$ cat config.mk
export PLATFORM = sky130hd
export DESIGN_NAME = usb_ctrl_endp
export DESIGN_NICKNAME = d
export VERILOG_FILES = /design/src/usb_ctrl_pkg.sv /design/src/setup_if.sv /design/src/ctrl_responder.sv /design/src/descriptor_rom.sv /design/src/setup_decoder.sv /design/src/usb_ctrl_endp.sv
export SDC_FILE = /design/constraint.sdc
export NUM_CORES = 1
export LEC_CHECK = 0
export ABC_AREA = 1
export BUFFER_PORTS_ARGS = -buffer_cell sky130_fd_sc_hd__buf_2
export CORE_ASPECT_RATIO = 2
export CORE_MARGIN = 2
export CORE_UTILIZATION = 55
export DETAILED_ROUTE_END_ITERATION = 12
export PLACE_DENSITY = 0.74
export SLEW_MARGIN = 20
export SYNTH_ARGS = -nofsm -noshare
export SYNTH_HDL_FRONTEND = slang
export SYNTH_SLANG_ARGS = --single-unit
$ cat constraint.sdc
create_clock -name clk_i -period 4.98 [get_ports clk_i]
set_input_delay 0.747 -clock clk_i [delete_from_list [all_inputs] [get_ports clk_i]]
set_output_delay 0.747 -clock clk_i [all_outputs]
set_load 0.02 [all_outputs]
$ cat src/usb_ctrl_pkg.sv
// usb control endpoint package with request codes, device and pipe states, widths
package usb_ctrl_pkg;

   // request kind as classified by the setup decoder
   typedef enum logic [3:0] {
      req_none,
      req_get_descriptor,      // waiting for the descriptor type in wValue high
      req_get_device_descr,
      req_set_address,
      req_set_configuration,
      req_get_configuration,
      req_unsupported
   } req_e;

   // usb device state, chapter 9 of the spec
   typedef enum logic [1:0] {
      dev_powered,
      dev_default,
      dev_address,
      dev_configured
   } dev_state_e;

   // control pipe state
   typedef enum logic [1:0] {
      st_idle,
      st_stall,
      st_setup,
      st_data
   } ep_state_e;

   // bRequest codes that are recognised
   typedef enum logic [7:0] {
      std_set_address       = 8'h05,
      std_get_descriptor    = 8'h06,
      std_get_configuration = 8'h08,
      std_set_configuration = 8'h09
   } std_req_e;

   localparam int SETUP_BYTES   = 8;
   localparam int DEV_DESCR_LEN = 18;  // bLength of the device descriptor
   localparam int BC_WIDTH      = 5;   // byte counter, max_length
   localparam int ADDR_WIDTH    = 7;

endpackage
$ cat src/setup_if.sv
// decoded setup request passed from the setup decoder to the control responder
interface setup_if;
   import usb_ctrl_pkg::*;

   req_e                  req;
   logic                  in_dir;       // device to host data stage
   logic [BC_WIDTH-1:0]   max_length;   // wLength, saturated
   logic [ADDR_WIDTH-1:0] new_addr;
   logic                  new_config;
   logic                  setup_done;   // 8 bytes and end of packet seen
   dev_state_e            dev_state;    // committed device state
   logic                  setup_start;  // gated setup strobe

   modport decoder (
      output req, in_dir, max_length, new_addr, new_config, setup_done,
      input  dev_state, setup_start
   );

   modport responder (
      input  req, in_dir, max_length, new_addr, new_config, setup_done,
      output dev_state, setup_start
   );

endinterface

$ cat src/ctrl_responder.sv
// control pipe responder, data and status stages, stall, device state and address
module ctrl_responder (
   input  logic                                clk_i,
   input  logic                                rstn,
   input  logic                                ep_rstn_i,
   input  logic                                strobe_i,
   input  logic                                usb_reset_i,
   input  logic                                setup_i,
   input  logic                                out_valid_i,
   input  logic                                out_err_i,
   input  logic                                in_data_ack_i,
   input  logic                                in_req_i,
   input  logic [7:0]                          rom_byte_i,
   output logic [usb_ctrl_pkg::BC_WIDTH-1:0]   rom_index_o,
   output logic                                usb_en_o,
   output logic                                configured_o,
   output logic [usb_ctrl_pkg::ADDR_WIDTH-1:0] addr_o,
   output logic                                stall_o,
   output logic [7:0]                          in_data_o,
   output logic                                in_valid_o,
   output logic                                in_zlp_o,
   setup_if.responder                          sif
);
   import usb_ctrl_pkg::*;

   ep_state_e             state_q, state_d;
   dev_state_e            dev_state_q, dev_next;
   logic [BC_WIDTH-1:0]   byte_cnt_q, byte_cnt_d;
   logic [BC_WIDTH-1:0]   limit;
   logic [ADDR_WIDTH-1:0] addr_q;
   logic                  in_req_q;
   logic                  usb_reset_q;   // usb reset seen, not yet applied
   logic                  ack_seen;
   logic                  status_ack;
   logic                  in_valid, in_zlp;
   logic [7:0]            in_data;

   assign sif.setup_start = strobe_i & setup_i;
   assign sif.dev_state   = dev_state_q;

   // never send more than the descriptor holds
   assign limit = (sif.max_length > BC_WIDTH'(DEV_DESCR_LEN)) ?
                  BC_WIDTH'(DEV_DESCR_LEN) : sif.max_length;

   always_comb begin
      state_d    = state_q;
      byte_cnt_d = byte_cnt_q;
      ack_seen   = 1'b0;
      in_valid   = 1'b0;
      in_zlp     = 1'b0;
      in_data    = 8'h00;
      if (out_err_i) begin
         if (state_q != st_stall)
            state_d = st_idle;
      end else if (setup_i) begin
         state_d    = st_setup;
         byte_cnt_d = '0;
      end else begin
         case (state_q)
            st_setup: begin
               if (!out_valid_i) begin
                  if (!sif.setup_done || sif.req == req_unsupported) begin
                     state_d = st_stall; // short packet or rejected request
                  end else if (sif.in_dir) begin
                     state_d = st_data;
                  end else begin
                     // no-data status stage
                     in_zlp   = 1'b1;
                     in_valid = 1'b1;
                     if (in_data_ack_i) begin
                        state_d  = st_idle;
                        ack_seen = 1'b1;
                     end
                  end
               end
            end
            st_data: begin
               if (out_valid_i) begin
                  state_d = st_stall;
               end else if (byte_cnt_q == limit) begin
                  if (in_req_q)
                     state_d = st_stall;  // host asks for more than offered
                  else if (!in_data_ack_i)
                     state_d = st_idle;   // status out zlp
               end else begin
                  in_valid = 1'b1;
                  if (sif.req == req_get_configuration)
                     in_data = {7'd0, dev_state_q == dev_configured};
                  else
                     in_data = rom_byte_i;
                  if (in_req_q)
                     byte_cnt_d = byte_cnt_q + 1'b1;
               end
            end
            default: state_d = state_q;   // idle and stall wait for setup
         endcase
      end
   end

   assign status_ack = strobe_i & ack_seen;

   always_comb begin
      dev_next = dev_state_q;
      case (sif.req)
         req_set_address:
            dev_next = (sif.new_addr == '0) ? dev_default : dev_address;
         req_set_configuration:
            dev_next = sif.new_config ? dev_configured : dev_address;
         default: dev_next = dev_state_q;
      endcase
   end

   // device state survives the endpoint reset
   always_ff @(posedge clk_i or negedge rstn) begin
      if (!rstn) begin
         in_req_q    <= 1'b0;
         usb_reset_q <= 1'b0;
         dev_state_q <= dev_powered;
      end else begin
         in_req_q <= in_req_i;
         if (strobe_i && usb_reset_q) begin
            usb_reset_q <= 1'b0;
            dev_state_q <= dev_default;
         end else begin
            usb_reset_q <= usb_reset_q | usb_reset_i;
            if (status_ack)
               dev_state_q <= dev_next;
         end
      end
   end

   always_ff @(posedge clk_i or negedge ep_rstn_i) begin
      if (!ep_rstn_i) begin
         state_q    <= st_idle;
         byte_cnt_q <= '0;
         addr_q     <= '0;
      end else if (strobe_i) begin
         state_q    <= state_d;
         byte_cnt_q <= byte_cnt_d;
         if (status_ack && sif.req == req_set_address)
            addr_q <= sif.new_addr; // takes effect after the status stage
      end
   end

   assign rom_index_o  = byte_cnt_q;
   assign usb_en_o     = (dev_state_q != dev_powered) | usb_reset_q;
   assign configured_o = (dev_state_q == dev_configured);
   assign addr_o       = addr_q;
   assign stall_o      = (state_q == st_stall);
   assign in_data_o    = in_data;
   assign in_valid_o   = in_valid & in_req_q;
   assign in_zlp_o     = in_zlp & in_req_q;

endmodule

$ cat src/descriptor_rom.sv
// standard device descriptor table for a cdc device, one byte per index
module descriptor_rom #(
   parameter logic [15:0] VENDOR_ID          = 16'h0000,
   parameter logic [15:0] PRODUCT_ID         = 16'h0000,
   parameter logic [7:0]  CTRL_MAXPACKETSIZE = 8'd8
) (
   input  logic [usb_ctrl_pkg::BC_WIDTH-1:0] index_i,
   output logic [7:0]                        byte_o
);
   import usb_ctrl_pkg::*;

   always_comb begin
      case (index_i)
         5'd0:    byte_o = 8'(DEV_DESCR_LEN);    // bLength
         5'd1:    byte_o = 8'h01;                // device type
         5'd2:    byte_o = 8'h00;                // bcdUSB 2.00
         5'd3:    byte_o = 8'h02;
         5'd4:    byte_o = 8'h02;                // communications device class
         5'd5:    byte_o = 8'h00;                // subclass at interface level
         5'd6:    byte_o = 8'h00;                // protocol at interface level
         5'd7:    byte_o = CTRL_MAXPACKETSIZE;   // bMaxPacketSize0
         5'd8:    byte_o = VENDOR_ID[7:0];
         5'd9:    byte_o = VENDOR_ID[15:8];
         5'd10:   byte_o = PRODUCT_ID[7:0];
         5'd11:   byte_o = PRODUCT_ID[15:8];
         5'd12:   byte_o = 8'h00;                // bcdDevice 1.00
         5'd13:   byte_o = 8'h01;
         5'd14:   byte_o = 8'h00;                // no manufacturer string
         5'd15:   byte_o = 8'h00;                // no product string
         5'd16:   byte_o = 8'h00;                // no serial string
         5'd17:   byte_o = 8'h01;                // one configuration
         default: byte_o = 8'h00;
      endcase
   end

endmodule

$ cat src/setup_decoder.sv
// setup decoder, captures the 8 setup bytes and classifies the standard request
module setup_decoder (
   input  logic        clk_i,
   input  logic        ep_rstn_i,
   input  logic        strobe_i,
   input  logic [7:0]  out_data_i,
   input  logic        out_valid_i,
   setup_if.decoder    sif
);
   import usb_ctrl_pkg::*;

   logic [3:0]            cnt_q;        // setup bytes received
   logic                  capturing_q;
   logic                  ended_q;
   logic                  eop_now;
   logic                  is_zero;
   req_e                  req_q;
   req_e                  req_next;
   logic                  in_dir_q;
   logic [BC_WIDTH-1:0]   max_len_q;
   logic [ADDR_WIDTH-1:0] addr_q;
   logic                  config_q;

   // end of packet, out_ready with no data byte
   assign eop_now = strobe_i & capturing_q & ~out_valid_i & ~sif.setup_start;
   assign is_zero = (out_data_i == 8'h00);

   // classify against the byte now on out_data_i
   always_comb begin
      req_next = req_q;
      case (cnt_q)
         4'd0: begin // bmRequestType, standard type to device only
            req_next = (out_data_i[6:0] == 7'd0) ? req_none : req_unsupported;
         end
         4'd1: begin // bRequest
            req_next = req_unsupported;
            if (req_q == req_none) begin
               case (out_data_i)
                  std_get_descriptor: begin
                     if (in_dir_q)
                        req_next = req_get_descriptor;
                  end
                  std_set_address: begin
                     if (!in_dir_q)
                        req_next = req_set_address;
                  end
                  std_get_configuration: begin
                     if (in_dir_q && sif.dev_state inside {dev_address, dev_configured})
                        req_next = req_get_configuration;
                  end
                  std_set_configuration: begin
                     if (!in_dir_q && sif.dev_state inside {dev_address, dev_configured})
                        req_next = req_set_configuration;
                  end
                  default: req_next = req_unsupported;
               endcase
            end
         end
         4'd2: begin // wValue low
            case (req_q)
               req_set_address:       if (out_data_i[7]) req_next = req_unsupported;
               req_set_configuration: if (|out_data_i[7:1]) req_next = req_unsupported;
               default:               if (!is_zero) req_next = req_unsupported;
            endcase
         end
         4'd3: begin // wValue high, descriptor type
            if (req_q == req_get_descriptor)
               req_next = (out_data_i == 8'h01) ? req_get_device_descr : req_unsupported;
            else if (!is_zero)
               req_next = req_unsupported;
         end
         4'd4, 4'd5: begin // wIndex unused by the kept requests
            if (!is_zero)
               req_next = req_unsupported;
         end
         4'd6: begin // wLength low
            case (req_q)
               req_get_configuration: if (out_data_i != 8'h01) req_next = req_unsupported;
               req_get_device_descr:  req_next = req_q;
               default:               if (!is_zero) req_next = req_unsupported;
            endcase
         end
         4'd7: begin // wLength high
            if (!is_zero && req_q != req_get_device_descr)
               req_next = req_unsupported;
         end
         default: req_next = req_q;
      endcase
   end

   always_ff @(posedge clk_i or negedge ep_rstn_i) begin
      if (!ep_rstn_i) begin
         cnt_q       <= '0;
         capturing_q <= 1'b0;
         ended_q     <= 1'b0;
         req_q       <= req_none;
         in_dir_q    <= 1'b0;
         max_len_q   <= '0;
         addr_q      <= '0;
         config_q    <= 1'b0;
      end else if (sif.setup_start) begin
         cnt_q       <= '0;
         capturing_q <= 1'b1;
         ended_q     <= 1'b0;
         req_q       <= req_none;
      end else if (strobe_i && capturing_q) begin
         if (!out_valid_i) begin
            capturing_q <= 1'b0;
            ended_q     <= 1'b1;
         end else if (cnt_q == SETUP_BYTES) begin
            req_q <= req_unsupported; // packet too long
         end else begin
            cnt_q <= cnt_q + 1'b1;
            req_q <= req_next;
            case (cnt_q)
               4'd0: in_dir_q <= out_data_i[7];
               4'd2: begin
                  addr_q   <= out_data_i[ADDR_WIDTH-1:0];
                  config_q <= out_data_i[0];
               end
               4'd6: begin
                  if (|out_data_i[7:BC_WIDTH])
                     max_len_q <= '1;
                  else
                     max_len_q <= out_data_i[BC_WIDTH-1:0];
               end
               4'd7: if (!is_zero) max_len_q <= '1;
               default: ;
            endcase
         end
      end
   end

   assign sif.req        = req_q;
   assign sif.in_dir     = in_dir_q;
   assign sif.max_length = max_len_q;
   assign sif.new_addr   = addr_q;
   assign sif.new_config = config_q;
   assign sif.setup_done = (cnt_q == SETUP_BYTES) & (ended_q | eop_now);

endmodule

$ cat src/usb_ctrl_endp.sv
// usb full speed control endpoint 0 for a cdc device, top level
module usb_ctrl_endp #(
   parameter logic [15:0] VENDOR_ID          = 16'h0000,
   parameter logic [15:0] PRODUCT_ID         = 16'h0000,
   parameter logic [7:0]  CTRL_MAXPACKETSIZE = 8'd8
) (
   input  logic                                clk_i,
   input  logic                                rstn,
   input  logic                                usb_reset_i,
   input  logic                                setup_i,
   input  logic [7:0]                          out_data_i,
   input  logic                                out_valid_i,
   input  logic                                out_err_i,
   input  logic                                out_ready_i,
   input  logic                                in_data_ack_i,
   input  logic                                in_req_i,
   input  logic                                in_ready_i,
   output logic                                usb_en_o,
   output logic                                configured_o,
   output logic [usb_ctrl_pkg::ADDR_WIDTH-1:0] addr_o,
   output logic                                stall_o,
   output logic [7:0]                          in_data_o,
   output logic                                in_valid_o,
   output logic                                in_zlp_o
);
   import usb_ctrl_pkg::*;

   logic                strobe;    // sie handshake, the only advance condition
   logic                ep_rstn;
   logic [BC_WIDTH-1:0] rom_index;
   logic [7:0]          rom_byte;

   assign strobe  = in_ready_i | out_ready_i;
   assign ep_rstn = rstn & ~usb_reset_i;   // bus reset also clears the pipe

   setup_if i_setup_if ();

   setup_decoder i_setup_decoder (
      .clk_i       (clk_i),
      .ep_rstn_i   (ep_rstn),
      .strobe_i    (strobe),
      .out_data_i  (out_data_i),
      .out_valid_i (out_valid_i),
      .sif         (i_setup_if.decoder)
   );

   ctrl_responder i_ctrl_responder (
      .clk_i         (clk_i),
      .rstn          (rstn),
      .ep_rstn_i     (ep_rstn),
      .strobe_i      (strobe),
      .usb_reset_i   (usb_reset_i),
      .setup_i       (setup_i),
      .out_valid_i   (out_valid_i),
      .out_err_i     (out_err_i),
      .in_data_ack_i (in_data_ack_i),
      .in_req_i      (in_req_i),
      .rom_byte_i    (rom_byte),
      .rom_index_o   (rom_index),
      .usb_en_o      (usb_en_o),
      .configured_o  (configured_o),
      .addr_o        (addr_o),
      .stall_o       (stall_o),
      .in_data_o     (in_data_o),
      .in_valid_o    (in_valid_o),
      .in_zlp_o      (in_zlp_o),
      .sif           (i_setup_if.responder)
   );

   descriptor_rom #(
      .VENDOR_ID          (VENDOR_ID),
      .PRODUCT_ID         (PRODUCT_ID),
      .CTRL_MAXPACKETSIZE (CTRL_MAXPACKETSIZE)
   ) i_descriptor_rom (
      .index_i (rom_index),
      .byte_o  (rom_byte)
   );

endmodule

== After elaboration in Yosys (flattened, before gate mapping) ==
Memory sizes are Yosys's and may differ from the RTL's.
Cells that the tools add are included.

* Reduce and logical (&&, ||, !) cells: 39
* Divide/modulo/power cells: 0
* Equal/unequal tests: 43
* Multiply operators: 0
* Order comparisons: 1
* Bitwise gates (word level): 18
* Muxes and demuxes: 82
* Shift operators: 0
* $add $sub $neg: 2

{| class="wikitable"
|+ Operators with widths
! cell !! count
|-
| 2-to-1 mux 4 bit || 15
|-
| 2-to-1 mux 8 bit || 6
|-
| 2-to-1 mux 5 bit || 8
|-
| 2-to-1 mux 2 bit || 16
|-
| equality test 4 x 3 -> 1 bit, second input constant || 7
|-
| case mux 4 bit (7 select lines) || 1
|-
| 2-to-1 mux 1 bit || 25
|-
| equality test 4 x 2 -> 1 bit, second input constant || 4
|-
| equality test 8 x 3 -> 1 bit, second input constant || 2
|-
| equality test 8 x 4 -> 1 bit, second input constant || 2
|-
| case mux 4 bit (2 select lines) || 2
|-
| case mux 4 bit (4 select lines) || 1
|-
| nonzero test 2 bit || 8
|-
| inequality test 5 bit, second input constant || 3
|-
| zero test 7 bit || 2
|-
| 2-to-1 mux 3 bit || 4
|-
| inequality test 6 x 5 -> 1 bit, second input constant || 2
|-
| AND reduction 6 bit || 2
|-
| case mux 5 bit (2 select lines) || 1
|-
| AND reduction 5 bit || 2
|-
| AND 1 bit || 9
|-
| nonzero test 9 bit || 1
|-
| equality test 2 bit, second input constant || 4
|-
| equality test 4 x 1 -> 1 bit, second input constant || 2
|-
| 32 further kinds || 56
|}

* Latch bits: 0
* ROM bits: 128
* Input port bits: 18
* Memories kept: 1
* RAM bits: 0
* Logic and storage cells: 200
* Register bits: 42

{| class="wikitable"
|+ Memories
! memory !! words !! width !! read ports !! clocked after memory_dff !! wr ports !! line !! source
|-
| (no name shown) || 32 || 4 || 1 || 0 || 0 || descriptor_rom.sv:13 || <nowiki>case (index_i)</nowiki>
|}

== Logic depth before layout (Yosys ltp) ==
Gate-level depths: netlist of run 1.

* Word-level depth: 16
* Gate-level depth with buffers: 13
* Mapped depth without buffers: 13

== By module ==
A second synthesis of run 1 with hierarchy kept.

* Cell total of the unflattened synthesis: 481
* Area total of the unflattened synthesis: 3,209.3 um^2

{| class="wikitable"
|+ By module, submodules not included
! module !! times used !! area an instance (um^2) !! sequential area each (um^2) !! cells each
|-
| setup_decoder || 1 || 1,706.6 || 575.6 || 258
|-
| ctrl_responder || 1 || 1,337.5 || 450.4 || 191
|-
| descriptor_rom || 1 || 143.9 || 0.0 || 27
|-
| usb_ctrl_endp || 1 || 21.3 || 0.0 || 5
|}

== Least setup slack after synthesis of run 1 ==
No wires, ideal clock.

* Path kind: in2out
* From: in setup_i
* To: out in_zlp_o
* Data arrival time: 2,125 ps
* Setup slack: 2,108 ps
* Stages: 8
* Cells stage by stage: buf_2 > nor2_2 > nand2_1 > nand2_2 > nand2_2 > nor3_4 > inv_1 > nor4_1

* Cells in the longest elaborated chain, start to end: 13

{| class="wikitable"
|+ Ends and longest elaborated chain
! element !! line !! source
|-
| start, declared || usb_ctrl_endp.sv:10 || <nowiki>input logic setup_i,</nowiki>
|-
| AND 1 bit || ctrl_responder.sv:38 || <nowiki>assign sif.setup_start = strobe_i & setup_i;</nowiki>
|-
| NOT 1 bit (no line) || n/a ||
|-
| AND 1 bit || setup_decoder.sv:25 || <nowiki>assign eop_now = strobe_i & capturing_q & ~out_valid_i & ~sif.setup_start;</nowiki>
|-
| bitwise OR 1 bit || setup_decoder.sv:139 || <nowiki>assign sif.setup_done = (cnt_q == SETUP_BYTES) & (ended_q | eop_now);</nowiki>
|-
| AND 1 bit || setup_decoder.sv:139 ||
|-
| zero test 1 bit || ctrl_responder.sv:62 || <nowiki>if (!sif.setup_done || sif.req == req_unsupported) begin</nowiki>
|-
| logical OR 1 bit || ctrl_responder.sv:62 ||
|-
| 2-to-1 mux 1 bit || ctrl_responder.sv:62 ||
|-
| 2-to-1 mux 1 bit || ctrl_responder.sv:61 || <nowiki>if (!out_valid_i) begin</nowiki>
|-
| 2-to-1 mux 1 bit || ctrl_responder.sv:59 || <nowiki>case (state_q)</nowiki>
|-
| 2-to-1 mux 1 bit (*) || ctrl_responder.sv:55 || <nowiki>end else if (setup_i) begin</nowiki>
|-
| 2-to-1 mux 1 bit (*) || ctrl_responder.sv:52 || <nowiki>if (out_err_i) begin</nowiki>
|-
| AND 1 bit (*) || ctrl_responder.sv:152 || <nowiki>assign in_zlp_o = in_zlp & in_req_q;</nowiki>
|-
| end, declared || usb_ctrl_endp.sv:24 || <nowiki>output logic in_zlp_o</nowiki>
|}

Mark *: on every way between the ends. The rest lies on a longest branch, timed or not.

== Worst setup path after layout of run 1 ==
* From: reg i_setup_decoder.cnt_q[0]
* To: out in_valid_o

* Cells in the longest elaborated chain, start to end: 10

{| class="wikitable"
|+ Ends and longest elaborated chain
! element !! line !! source
|-
| start, declared || setup_decoder.sv:12 || <nowiki>logic [3:0] cnt_q;</nowiki>
|-
| start signal, assigned || setup_decoder.sv:113 || <nowiki>cnt_q <= cnt_q + 1'b1;</nowiki>
|-
| equality test 4 bit || setup_decoder.sv:139 ||
|-
| AND 1 bit || setup_decoder.sv:139 ||
|-
| zero test 1 bit || ctrl_responder.sv:62 ||
|-
| logical OR 1 bit || ctrl_responder.sv:62 ||
|-
| 2-to-1 mux 1 bit || ctrl_responder.sv:62 ||
|-
| 2-to-1 mux 1 bit || ctrl_responder.sv:61 ||
|-
| case mux 1 bit (2 select lines) || ctrl_responder.sv:59 ||
|-
| 2-to-1 mux 1 bit || ctrl_responder.sv:55 ||
|-
| 2-to-1 mux 1 bit || ctrl_responder.sv:52 ||
|-
| AND 1 bit || ctrl_responder.sv:151 || <nowiki>assign in_valid_o = in_valid & in_req_q;</nowiki>
|-
| end, declared || usb_ctrl_endp.sv:23 || <nowiki>output logic in_valid_o,</nowiki>
|}

Every way passes these cells.

==> results of run 1 <==
metal layers:
metal  vias up  share of wire [%]
met5         -                  0
met4         0                5.8
met3        31                3.4
met2        72                 55
met1      1415                 36
li1       1525                  -
cells in the mapped netlist, types with 3 or more instances:
master	n
nor2_1	49
inv_1	67
o21ai_1	6
o21ai_2	8
inv_2	7
nand3_1	46
nand2_2	10
dfrtp_1	41
nor2_4	4
nand4_1	12
buf_2	3
ha_1	8
nor3_1	10
o21ai_0	22
nand2_1	113
buf_4	4
nor2_2	7
a21oi_1	15
nor4_1	3
placed cells by master (no fill, tap or decap), types with 2 or more instances in the layout:
cell type / Yosys / routed
inv_1: 67 / 67
inv_2: 7 / 7
nor2_1: 49 / 48
clkinv_2: 0 / 2
nand3_1: 46 / 46
clkbuf_8: 0 / 5
nor3_2: 2 / 2
nor2_2: 7 / 7
a21oi_1: 15 / 15
nand2_1: 113 / 113
conb_1: 1 / 4
dfrtp_1: 41 / 41
nor3_1: 10 / 10
buf_2: 3 / 33
nor4_1: 3 / 3
o21bai_1: 2 / 2
nand4_1: 12 / 12
o21ai_1: 6 / 6
nor2_4: 4 / 5
nand2_2: 10 / 10
o21ai_0: 22 / 22
o21ai_2: 8 / 8
nand3_2: 2 / 2
ha_1: 8 / 8
critical path, delay by kind of cell, from the launching register on:
family | cells | cell delay [ns]
compound gates | 1 | 0.22
flops | 1 | 0.42
simple gates | 4 | 0.60
fa+ha+maj | 1 | 0.25
buf+inv | 3 | 0.42
stage by stage:
| stage | hold WS, ns | setup WS, ns | total power [mW] | std cells | utilization [%] |
|---|---|---|---|---|---|
| after floorplan | 0.4514 | 2.108 | 0.6187 | 459 | - |
| after global placement | 0.4602 | 2.161 | 0.6928 | 542 | 60.36 |
| after detailed placement | 0.4684 | 2.171 | 0.6992 | 542 | 60.36 |
| after CTS | 0.2286 | 1.989 | 0.9276 | 550 | 61.97 |
| after global routing | 0.2285 | 1.787 | 0.9882 | 551 | 62.48 |
| final | 0.2325 | 1.994 | 0.9255 | 551 | 62.48 |
kinds of logic after synthesis:
| kind of cell | Yosys count | share of synthesized area, % |
|---|---|---|
| AO/OA/AOI/OAI | 56 | 10.55 |
| other | 1 | 0.1230 |
| flip-flops | 41 | 33.66 |
| XOR/XNOR | 1 | 0.2874 |
| adder cells (fa/ha/maj) | 8 | 3.284 |
| AND/OR/NAND/NOR | 263 | 40.44 |
| multiplexers | 1 | 0.3284 |
| buffers and inverters | 85 | 11.33 |
cell type report:
| type | count | area, µm² | share of cell area, % |
|---|---|---|---|
| Clock buffer | 5 | 68.82 | 2.050 |
| Clock inverter | 3 | 17.52 | 0.5218 |
| Inverter | 75 | 281.5 | 8.386 |
| Multi-Input combinational cell | 333 | 1695 | 50.50 |
| Sequential cell | 41 | 1026 | 30.56 |
| Tap cell | 60 | 75.07 | 2.236 |
| Timing Repair Buffer | 34 | 192.7 | 5.740 |
registers in the layout, summed over array words and instances (netlist names):
| register | cells |
|---|---|
| i_ctrl_responder.rom_index_o | 5 |
| i_ctrl_responder.sif.dev_state | 2 |
| i_setup_decoder.sif.new_addr | 7 |
| i_ctrl_responder.state_q | 2 |
| i_setup_decoder.capturing_q | 1 |
| i_setup_decoder.sif.req | 4 |
| i_ctrl_responder.addr_o | 7 |
| i_ctrl_responder.in_req_q | 1 |
| i_setup_decoder.ended_q | 1 |
| i_setup_decoder.sif.in_dir | 1 |
| i_setup_decoder.sif.max_length | 5 |
| i_ctrl_responder.usb_reset_q | 1 |
| i_setup_decoder.cnt_q | 4 |
power groups by stage:
stage          Combinational, mW  Sequential [mW]  Clock [mW]
6_report                   0.271            0.427       0.227
5_1_grt                    0.312            0.433       0.244
4_1_cts                    0.269            0.425       0.234
3_5_place_dp               0.268            0.431           0
3_3_place_gp               0.263            0.429           0
2_1_floorplan              0.211            0.408           0
how the worst min path moves through the flow:
stage | from | to | slack, ns | cells after the start
final | rstn | i_ctrl_responder.usb_reset_q | 0.23 | 1
after detailed placement | i_ctrl_responder.addr_o[1] | i_ctrl_responder.addr_o[1] | 0.47 | 2
after CTS | rstn | i_ctrl_responder.in_req_q | 0.23 | 1
after global placement | i_ctrl_responder.addr_o[3] | i_ctrl_responder.addr_o[3] | 0.46 | 2
after global routing | rstn | i_ctrl_responder.in_req_q | 0.23 | 1
after floorplan | rstn | i_ctrl_responder.in_req_q | 0.45 | 0
==> results.md, run 1 <==
* Crit path largest cell delay at 0.42 ns
* Critical path peak fanout at 4
* Die Span Y at 109.3 µm
* Tcrit/Tclk final at ~60%
* WL final at approximately 8100 µm
* DIE AREA at 6189 µm²
* Worst path slowest cell: dfrtp_1
* Slew Limit Fails at 0
* DPL Wire Length at around 6500 µm
* Cell Rows at 38
* Ports at 38
* Num CTS Buffers at 5
* WL/cell at 14.69 µm
* Critical path capture point: in_valid_o
* Met2 Use GR at 53.24%
* Crit path from: i_setup_decoder.cnt_q[0]
* Sequential share of the synthesized area at 33.66%
* Worst vdd ir at 0.0002044 V
* Post-Syn Area per Cell at 6.684 µm²
* Post-CTS setup buffers at 0
* Initial Util at 56.73%
* Final Hold Fails at 0
* Root Buffer: clkbuf_8
* FILL cells at 563
* Post-synth ARST share at 100.0%
* Drt drc at 0
* CP Launch Type: flop
* Switching share of total power at 39.54%
* Top cell by count, worst path: inv_1
* Critical path class: flop to output port
* Crit. End Element: output port
* Area leader, netlist: dfrtp_1
* RSZ-0062 raised after global routing: no
* First-pass GRT wire length at 13400 µm
* Largest net degree at the start of global routing at 38
* CTS Buffer Depth at 2
* Most Crowded Layer GR: met2
* Share of total power in combinational logic at 29.3%
* Worst r2r src: i_setup_decoder.cnt_q[0]
* Clock power share at 24.6%
* Max_cap viols at 0
* Fin area at 3357 µm²
* Num Clock Sinks at between 40 and 50
* Fin crit period at 2.986 ns
* CTS Hold Bufs at 0
* Yosys top cell area share at 33.66%
* Vias at 3043
* Fmax at between 300 and 400 MHz
* Met1 usage at between 20% and 30%
* H-tree levels at 2
* Clk_lat worst skew at between 0.3 and 0.4 ns
* Routing usage on met3 at 4.152%
* Top cells by area, synth: dfrtp_1 (34%), nand2_1 (14%), inv_1 (8.3%), nand3_1 (7.6%), nor2_1 (6.0%)
* Vias/cell at 5.523
* Setup TNS at 0 ns
* Grt ovf at 0
* Gr usage total at 28.32%
* Syn-to-layout area delta at 10.14%
* ANT cells at 0
* Ys flop type: dfrtp_1
* Placed Instance Area at 3243 µm²
* Hold crit path type: input pin to async pin
* PwrDens at 275.7 nW/µm²
* Port Buffer Count at 33
* Number of global-route vias before repair at ~3000
* Slew margin rel. at 58.74%
* Share of layout cells above drive strength 1 at 17.31%
* EDFF count, synth at 0
* Seq cells post-synth at 41
* Initial antenna violation count at 0
* Reg2reg setup slack at between 2 and 3 ns
* CTS resizes at 0
* Power Internal at approximately 560 µW
* Warnings from Yosys at 0
* Routed Antenna Nets at 0
* Initial drt markers at 154
* CTS tree: built
* Final setup fails at 0
* Syn Std Cell Area at slightly above 3000 µm²
* Standby leakage power at 1.817 nW
* Clock Skews at slightly above 0.007 ns
* DRT Pass-1 Iters at 4
* P_sw at 366.0 µW
* WP data arrival at 2.24 ns
* Worst r2r dst: i_ctrl_responder.addr_o[3]
* Worst-path clk slew at roughly 0.090 ns
* Die width at between 50 and 60 µm
* CP cell instances: inv_1, ha_1, nand3_2, nor2_4, nand2_2, nor3_4, inv_1, a21oi_1, buf_2
* CORE AREA at ~5400 µm²
* Req. time, crit path at approximately 4.2 ns
* Mapped Cells at 456
* Reg power frac at approximately 46%
* GPL Wtd Cong at 0.9783
* Final net count at 516
* R2R depth at 9
* Status: finished clean
* Distinct cells, synth at 36
* Slew @ Worst Pin at 0.6142 ns
No activity file was read; power rests on OpenSTA's default activity.
==> run 2, diff against run 1 <==
--- a/config.mk
+++ b/config.mk
@@ -5,13 +5,13 @@
 export SDC_FILE = /design/constraint.sdc
 export NUM_CORES = 1
 export LEC_CHECK = 0
-export ABC_AREA = 1
+export ABC_AREA = 0
 export BUFFER_PORTS_ARGS = -buffer_cell sky130_fd_sc_hd__buf_2
 export CORE_ASPECT_RATIO = 2
 export CORE_MARGIN = 2
 export CORE_UTILIZATION = 55
 export DETAILED_ROUTE_END_ITERATION = 12
-export PLACE_DENSITY = 0.74
+export PLACE_DENSITY = 0.75
 export SLEW_MARGIN = 20
 export SYNTH_ARGS = -nofsm -noshare
 export SYNTH_HDL_FRONTEND = slang
==> constraint.sdc (replaced) <==
create_clock -name clk_i -period 2.89 [get_ports clk_i]
set_input_delay 0.4335 -clock clk_i [delete_from_list [all_inputs] [get_ports clk_i]]
set_output_delay 0.4335 -clock clk_i [all_outputs]
set_load 0.02 [all_outputs]
==> results.md, run 2 <==
* Status: finished clean
* Die width at 55.19 µm (-2.6%)
* ANT cells at 0 (unchanged)
* Post-Syn Area per Cell at 8.953 µm² (+34%)
* Top cells by area, synth: dfrtp_1 (36%), nand2_1 (4.7%), o21ai_0 (4.3%), mux2_2 (4.3%), nor2_1 (3.9%)
* Syn-to-layout area delta at 11.46%
* EDFF count, synth at 0 (unchanged)
* Hold WS at 0.2049 ns (-0.02758 ns)
* FF/Latch Area at 1026 µm² (unchanged)
* Final Util at 63.10% (+0.61 points)
* Hold crit path type: input pin to async pin
* CTS Buffer Depth at 2 (unchanged)
* GPL Wtd Cong at 1.012 (+3.4%)
* Post-synth ARST share at 100.0% (unchanged)
* Max_cap viols at 0 (unchanged)
* Tot Pwr at 1.436 mW (+55%)
* Final net count at 377 (-27%)
* Distinct cells, synth at 67 (+86%)
* Ys flop type: dfrtp_1
* Clk_lat worst skew at 0.32 ns (about the same)
* CTS tree: built
* Ports at 38 (unchanged)
* Slew @ Worst Pin at 0.9731 ns (+0.3589 ns)
* Sequential share of the synthesized area at 35.59% (+1.9 points)
* Synth top cells by count: dfrtp_1 (41), nand2_1 (36), nor2_1 (30)
* Die Span Y at 106.4 µm (-2.6%)
* CP Launch Type: flop
* Area of the multi-input gates at 1760 µm² (+3.8%)
* H-tree levels at 2 (unchanged)
* Num Clock Sinks at 41 (unchanged)
* Slew margin rel. at 33.45% (-25 points)
* Vias at 2539 (-17%)
* First-pass GRT wire length at 11840 µm (-12%)
* Root Buffer: clkbuf_8
* Num CTS Buffers at 5 (unchanged)
* FILL cells at 459 (-18%)
* Reg2reg setup slack at 0.45 ns (-2.47 ns)
* Yosys top cell area share at 35.59% (+1.9 points)
* Initial drt markers at 76 (-51%)
* Syn Std Cell Area at 2883 µm² (-5.4%)
* Vias/cell at 6.193 (+12%)
* Commonest non-fill, non-tap cell in the layout: dfrtp_1
* Final setup fails at 0 (unchanged)
* Worst-path clk slew at 0.08 ns (about the same)
* Initial Util at 56.61% (-0.12 points)
* Commonest cells after routing, fill and taps aside: dfrtp_1 (41), nand2_1 (36), buf_2 (33), nor2_1 (30), o21ai_0 (25)
* Grt ovf at 0 (unchanged)
* WP data arrival at 2.30 ns (+0.06 ns)
* Critical path peak fanout at 6 (+2)
* Number of global-route vias before repair at 2486 (-16%)
* Drt drc at 0 (unchanged)
* Largest net degree at the start of global routing at 24 (-37%)
* Warnings from Yosys at 0 (unchanged)
* Gr usage total at 27.64% (-0.68 points)
* Routed Antenna Nets at 0 (unchanged)
* Critical path class: flop to output port
* Final Hold Fails at 0 (unchanged)
* Post-CTS setup buffers at 0 (unchanged)
* DPL Wire Length at 5589 µm (-13%)
* WL final at 7282 µm (-10%)
* Slew Limit Fails at 0 (unchanged)
* Tcrit/Tclk final at 94.60%
* Port Buffer Count at 33 (unchanged)
* CORE AREA at 5092 µm² (-5.2%)
* Setup TNS at 0 ns (unchanged)
* DRT Pass-1 Iters at 4 (unchanged)
* Area leader, netlist: dfrtp_1
* Clock Skews at 0.008756 ns (+0.001567 ns)
* RSZ-0062 raised after global routing: no
* Worst vdd ir at 0.0004569 V (+120%)
* DIE AREA at 5871 µm² (-5.1%)
* Seq cells post-synth at 41 (unchanged)
* Share of layout cells above drive strength 1 at 23.30% (+6.0 points)
* Mapped Cells at 322 (-29%)
* Fin crit period at 2.734 ns
* PwrDens at 447.0 nW/µm² (+62%)
* Standby leakage power at 1.425 nW (-22%)
* WL/cell at 17.76 µm (+21%)
* Crit. End Element: output port
* Initial antenna violation count at 0 (unchanged)
* Cell Rows at 37 (-2.6%)
* Count leader, synth: dfrtp_1
* Req. time, crit path at 2.46 ns (-1.77 ns)
* Fmax at 365.8 MHz
run 2: cell types whose count changed after synthesis, sizes merged, moves of 6 or more:
cell    before  now
a31oi        1   10
and2         0    6
clkbuf       2    9
inv         74    7
mux2         0   18
nand2      123   36
nand3       48    6
nand4       13    5
nor2        60   31
nor2b        0   11
o21ai       36   25
run 2: cell families (layout without fill, tap and decap cells):
group	after synthesis	in the layout	share of synthesized area [%]
and+or+nand+nor	145	145	28.95
AOI/OAI and AO/OA	75	75	17.32
DFF	41	41	35.59
buffers and inverters	27	54	4.340
muxes	21	21	8.984
adders and majority gates	8	8	3.472
xor gates and xnor gates	4	4	1.215
other	1	4	0.1301
run 2: critical path, stage by stage (launching register included):
cell and delay (ns):
dfrtp_1 0.45, inv_1 0.11, ha_2 0.24, nand2b_4 0.07, or2_4 0.27, nor4_4 0.26
or2b_1 0.27, a21oi_1 0.14, buf_2 0.18
run 2: metrics by stage:
| stage | setup slack, ns | instances | instance area, µm² |
|---|---|---|---|
| floorplan | 0.2542 | 325 | 2894 |
| global placement | 0.4930 | 401 | 3078 |
| detailed placement | 0.4051 | 401 | 3078 |
| CTS | 0.05582 | 410 | 3203 |
| global route | 0.04250 | 410 | 3213 |
| finish | 0.1560 | 410 | 3213 |
run 2: what timing repair did:
item / CTS / global route
endpoints found under the hold margin: 4 / 0
endpoints found under the setup margin: 0 / 2
hold buffers: 1 / 0
gates resized for setup: 0 / 2
run 2: metal layers:
layer	part of all wire (%)	vias to the layer above	track usage [%]
li1	-	1227	-
met1	38	1220	31.28
met2	53	69	45.66
met3	3.8	23	4.073
met4	4.6	0	17.25
met5	0	-	0
run 2: area by class of cell:
class / instances / share of cell area (%)
multi-input combinational: 257 / 54.79
timing repair buffer: 39 / 6.620
clock inverter: 3 / 1.441
tap: 58 / 2.259
sequential: 41 / 31.93
clock buffer: 5 / 2.142
inverter: 7 / 0.8178
run 2: final timing paths:
path / startpoint / end / cells after the start
max: i_setup_decoder.cnt_q[0] / in_valid_o / 8
min: usb_reset_i / i_ctrl_responder.rom_index_o[0] / 2
max reg2reg: i_setup_decoder.cnt_q[0] / i_ctrl_responder.addr_o[5] / 8
min reg2reg: i_ctrl_responder.addr_o[3] / i_ctrl_responder.addr_o[3] / 1
max in group asynchronous: rstn / i_ctrl_responder.addr_o[3] / 4
min in group clk_i: in_req_i / i_ctrl_responder.in_req_q / 1
run 2: report_power, final:
group / leakage (nW) / switching (mW) / internal [mW]
Sequential: 0.550 / 0.0632 / 0.613
Clock: 0.0543 / 0.223 / 0.258
Combinational: 0.821 / 0.163 / 0.116
Total: 1.43 / 0.449 / 0.987
==> run 3, diff against run 2 <==
--- a/config.mk
+++ b/config.mk
@@ -11,7 +11,7 @@
 export CORE_MARGIN = 2
 export CORE_UTILIZATION = 55
 export DETAILED_ROUTE_END_ITERATION = 12
-export PLACE_DENSITY = 0.75
+export PLACE_DENSITY = 0.85
 export SLEW_MARGIN = 20
 export SYNTH_ARGS = -nofsm -noshare
 export SYNTH_HDL_FRONTEND = slang
==> results.md, run 3 (synthesis results as in run 2) <==
* Cell Rows at 37 (unchanged)
* Grt ovf at 0 (unchanged)
* DIE AREA at 5871 µm² (unchanged)
* Hold WS at 0.2249 ns (+0.01999 ns)
* Setup TNS at 0 ns (unchanged)
* Hold crit path type: input pin to flop
* Crit. End Element: output port
* DR top layer: met4
* Worst path slowest cell: dfrtp_1
* Fin crit period at 2.738 ns (+0.003721 ns)
* WP buf/inv at 2 (unchanged)
* CORE AREA at 5092 µm² (unchanged)
* DR WL met3 at 353 µm (+27%)
* Final Hold Fails at 0 (unchanged)
* Commonest non-fill, non-tap cell in the layout: dfrtp_1
* WP data arrival at 2.30 ns (about the same)
* Critical path class: flop to output port
* Clk_lat worst skew at 0.32 ns (about the same)
* Worst vdd ir at 0.0003940 V (-14%)
* Critical path peak fanout at 6 (unchanged)
* Die Span Y at 106.4 µm (unchanged)
* Num CTS Buffers at 5 (unchanged)
* Share of total power in combinational logic at 19.9% (+0.5 points)
* Req. time, crit path at 2.46 ns (about the same)
* Crit path largest cell delay at 0.44 ns (about the same)
* Power Internal at 1.083 mW (+9.7%)
* Clock Skews at 0.009077 ns (+0.0003203 ns)
* Slew margin rel. at 29.87% (-3.6 points)
* Port Buffer Count at 33 (unchanged)
* GPL Wtd Cong at 0.9862 (-2.5%)
* Initial antenna violation count at 0 (unchanged)
* Max_cap viols at 0 (unchanged)
* Initial drt markers at 127 (+67%)
* Commonest cells after routing, fill and taps aside: dfrtp_1 (41), nand2_1 (36), buf_2 (33), nor2_1 (30), o21ai_0 (25)
* Syn-to-layout area delta at 12.93%
* DRT Pass-1 Iters at 5 (+1)
* Post-Route M1 WL at 2630 µm (-5.4%)
* Number of global-route vias before repair at 2586 (+4.0%)
* Routed Antenna Nets at 0 (unchanged)
* H-tree levels at 2 (unchanged)
* Post-CTS setup buffers at 0 (unchanged)
* Num Clock Sinks at 41 (unchanged)
* Fmax at 365.3 MHz (-0.14%)
* CP Launch Type: flop
* Vias/cell at 6.397 (+3.3%)
* Share of layout cells above drive strength 1 at 23.66% (+0.37 points)
* Switching share of total power at 29.95% (-1.3 points)
* Reg power frac at 43.3% (-3.8 points)
* CTS tree: built
* Final net count at 380 (+0.80%)
* PwrDens at 475.0 nW/µm² (+6.3%)
* WL/cell at 18.24 µm (+2.7%)
* DPL Wire Length at 5745 µm (+2.8%)
* Status: finished clean
* Worst-path clk slew at 0.08 ns (about the same)
* Slew @ Worst Pin at 1.025 ns (+0.05227 ns)
* Tcrit/Tclk final at 94.73% (+0.13 points)
* Drt drc at 0 (unchanged)
* Final setup fails at 0 (unchanged)
* Clock power share at 36.8% (+3.3 points)
* CP top delay family: simple AND/OR/NAND/NOR gates
* Largest net degree at the start of global routing at 20 (-17%)
* WL final at 7532 µm (+3.4%)
* RSZ-0062 raised after global routing: no
* First-pass GRT wire length at 12000 µm (+1.3%)
* Die width at 55.19 µm (unchanged)
* Standby leakage power at 1.456 nW (+2.2%)
* Slew Limit Fails at 0 (unchanged)
* Ports at 38 (unchanged)
* Vias at 2642 (+4.1%)
* Root Buffer: clkbuf_8
* Initial Util at 56.61% (unchanged)
* Gr usage total at 28.18% (+0.54 points)
* ANT cells at 0 (unchanged)
* CP cell instances: inv_1, ha_1, nand2b_4, or2_4, nor4_4, or2b_1, a21oi_1, buf_2
* CTS Buffer Depth at 2 (unchanged)
* P_sw at 463.2 µW (+3.2%)
* WL met2 at 4142 µm (+6.6%)
==> run 3: final timing paths <==
path	from	to	slack, ns	cells after the start
worst min-delay path	in_req_i	i_ctrl_responder.in_req_q	0.22	1
worst max register to register	i_setup_decoder.cnt_q[0]	i_ctrl_responder.addr_o[0]	0.51	8
min in group asynchronous	usb_reset_i	i_setup_decoder.sif.max_length[0]	0.26	2
worst max-delay path	i_setup_decoder.cnt_q[0]	in_valid_o	0.15	8
worst min register to register	i_ctrl_responder.addr_o[5]	i_ctrl_responder.addr_o[5]	0.52	1
max in group asynchronous	rstn	i_ctrl_responder.addr_o[5]	1.41	4
==> run 3: layer usage <==
layer  GRT usage [%]  vias to the layer above
li1                -                     1231
met1           30.29                     1266
met2           47.96                      112
met3           4.494                       33
met4           17.42                        0
met5               0                        -
==> run 3: worst register-to-register path, cell delays in order (launching register included) <==
cell	delay (ns)
dfrtp_1	0.44
inv_1	0.11
ha_1	0.26
nand2b_4	0.08
or2_4	0.27
nor4_4	0.24
nor3b_4	0.29
nand4_4	0.24
mux2_4	0.36
==> run 3: cell type report <==
type,instances,area [µm²]
clock inverters,3,68.82
well taps,58,72.57
inverters,7,26.28
repair buffers,42,235.2
fillers,428,1837
clock buffers,5,68.82
multi-input cells,257,1758
flip-flops and latches,41,1026
==> run 3: metrics by stage <==
| stage | std cells | power, mW | setup slack, ns | area [µm²] | util [%] |
|---|---|---|---|---|---|
| final | 413 | 1.546 | 0.1523 | 3256 | 63.93 |
| after global routing | 413 | 1.609 | 0.02889 | 3256 | 63.93 |
| after CTS | 413 | 1.549 | 0.1235 | 3248 | 63.78 |
| after detailed placement | 404 | 0.9811 | 0.4793 | 3100 | 60.88 |
| after global placement | 404 | 0.9668 | 0.5146 | 3100 | 60.88 |
| after floorplan | 325 | 0.8740 | 0.2542 | 2894 | - |
==> run 3: repair_timing <==
| action | CTS | global route |
|---|---|---|
| hold buffers | 1 | 0 |
| gates resized for setup | 0 | 1 |
| hold endpoints to repair | 4 | 0 |
| endpoints found under the setup margin | 0 | 2 |
==> run 3: power by group through the flow <==
stage	Combinational [mW]	Sequential (mW)	Clock, mW
global route	0.337	0.675	0.596
CTS	0.305	0.668	0.577
finish	0.307	0.670	0.570
global placement	0.291	0.676	0
detailed placement	0.301	0.680	0
floorplan	0.226	0.648	0
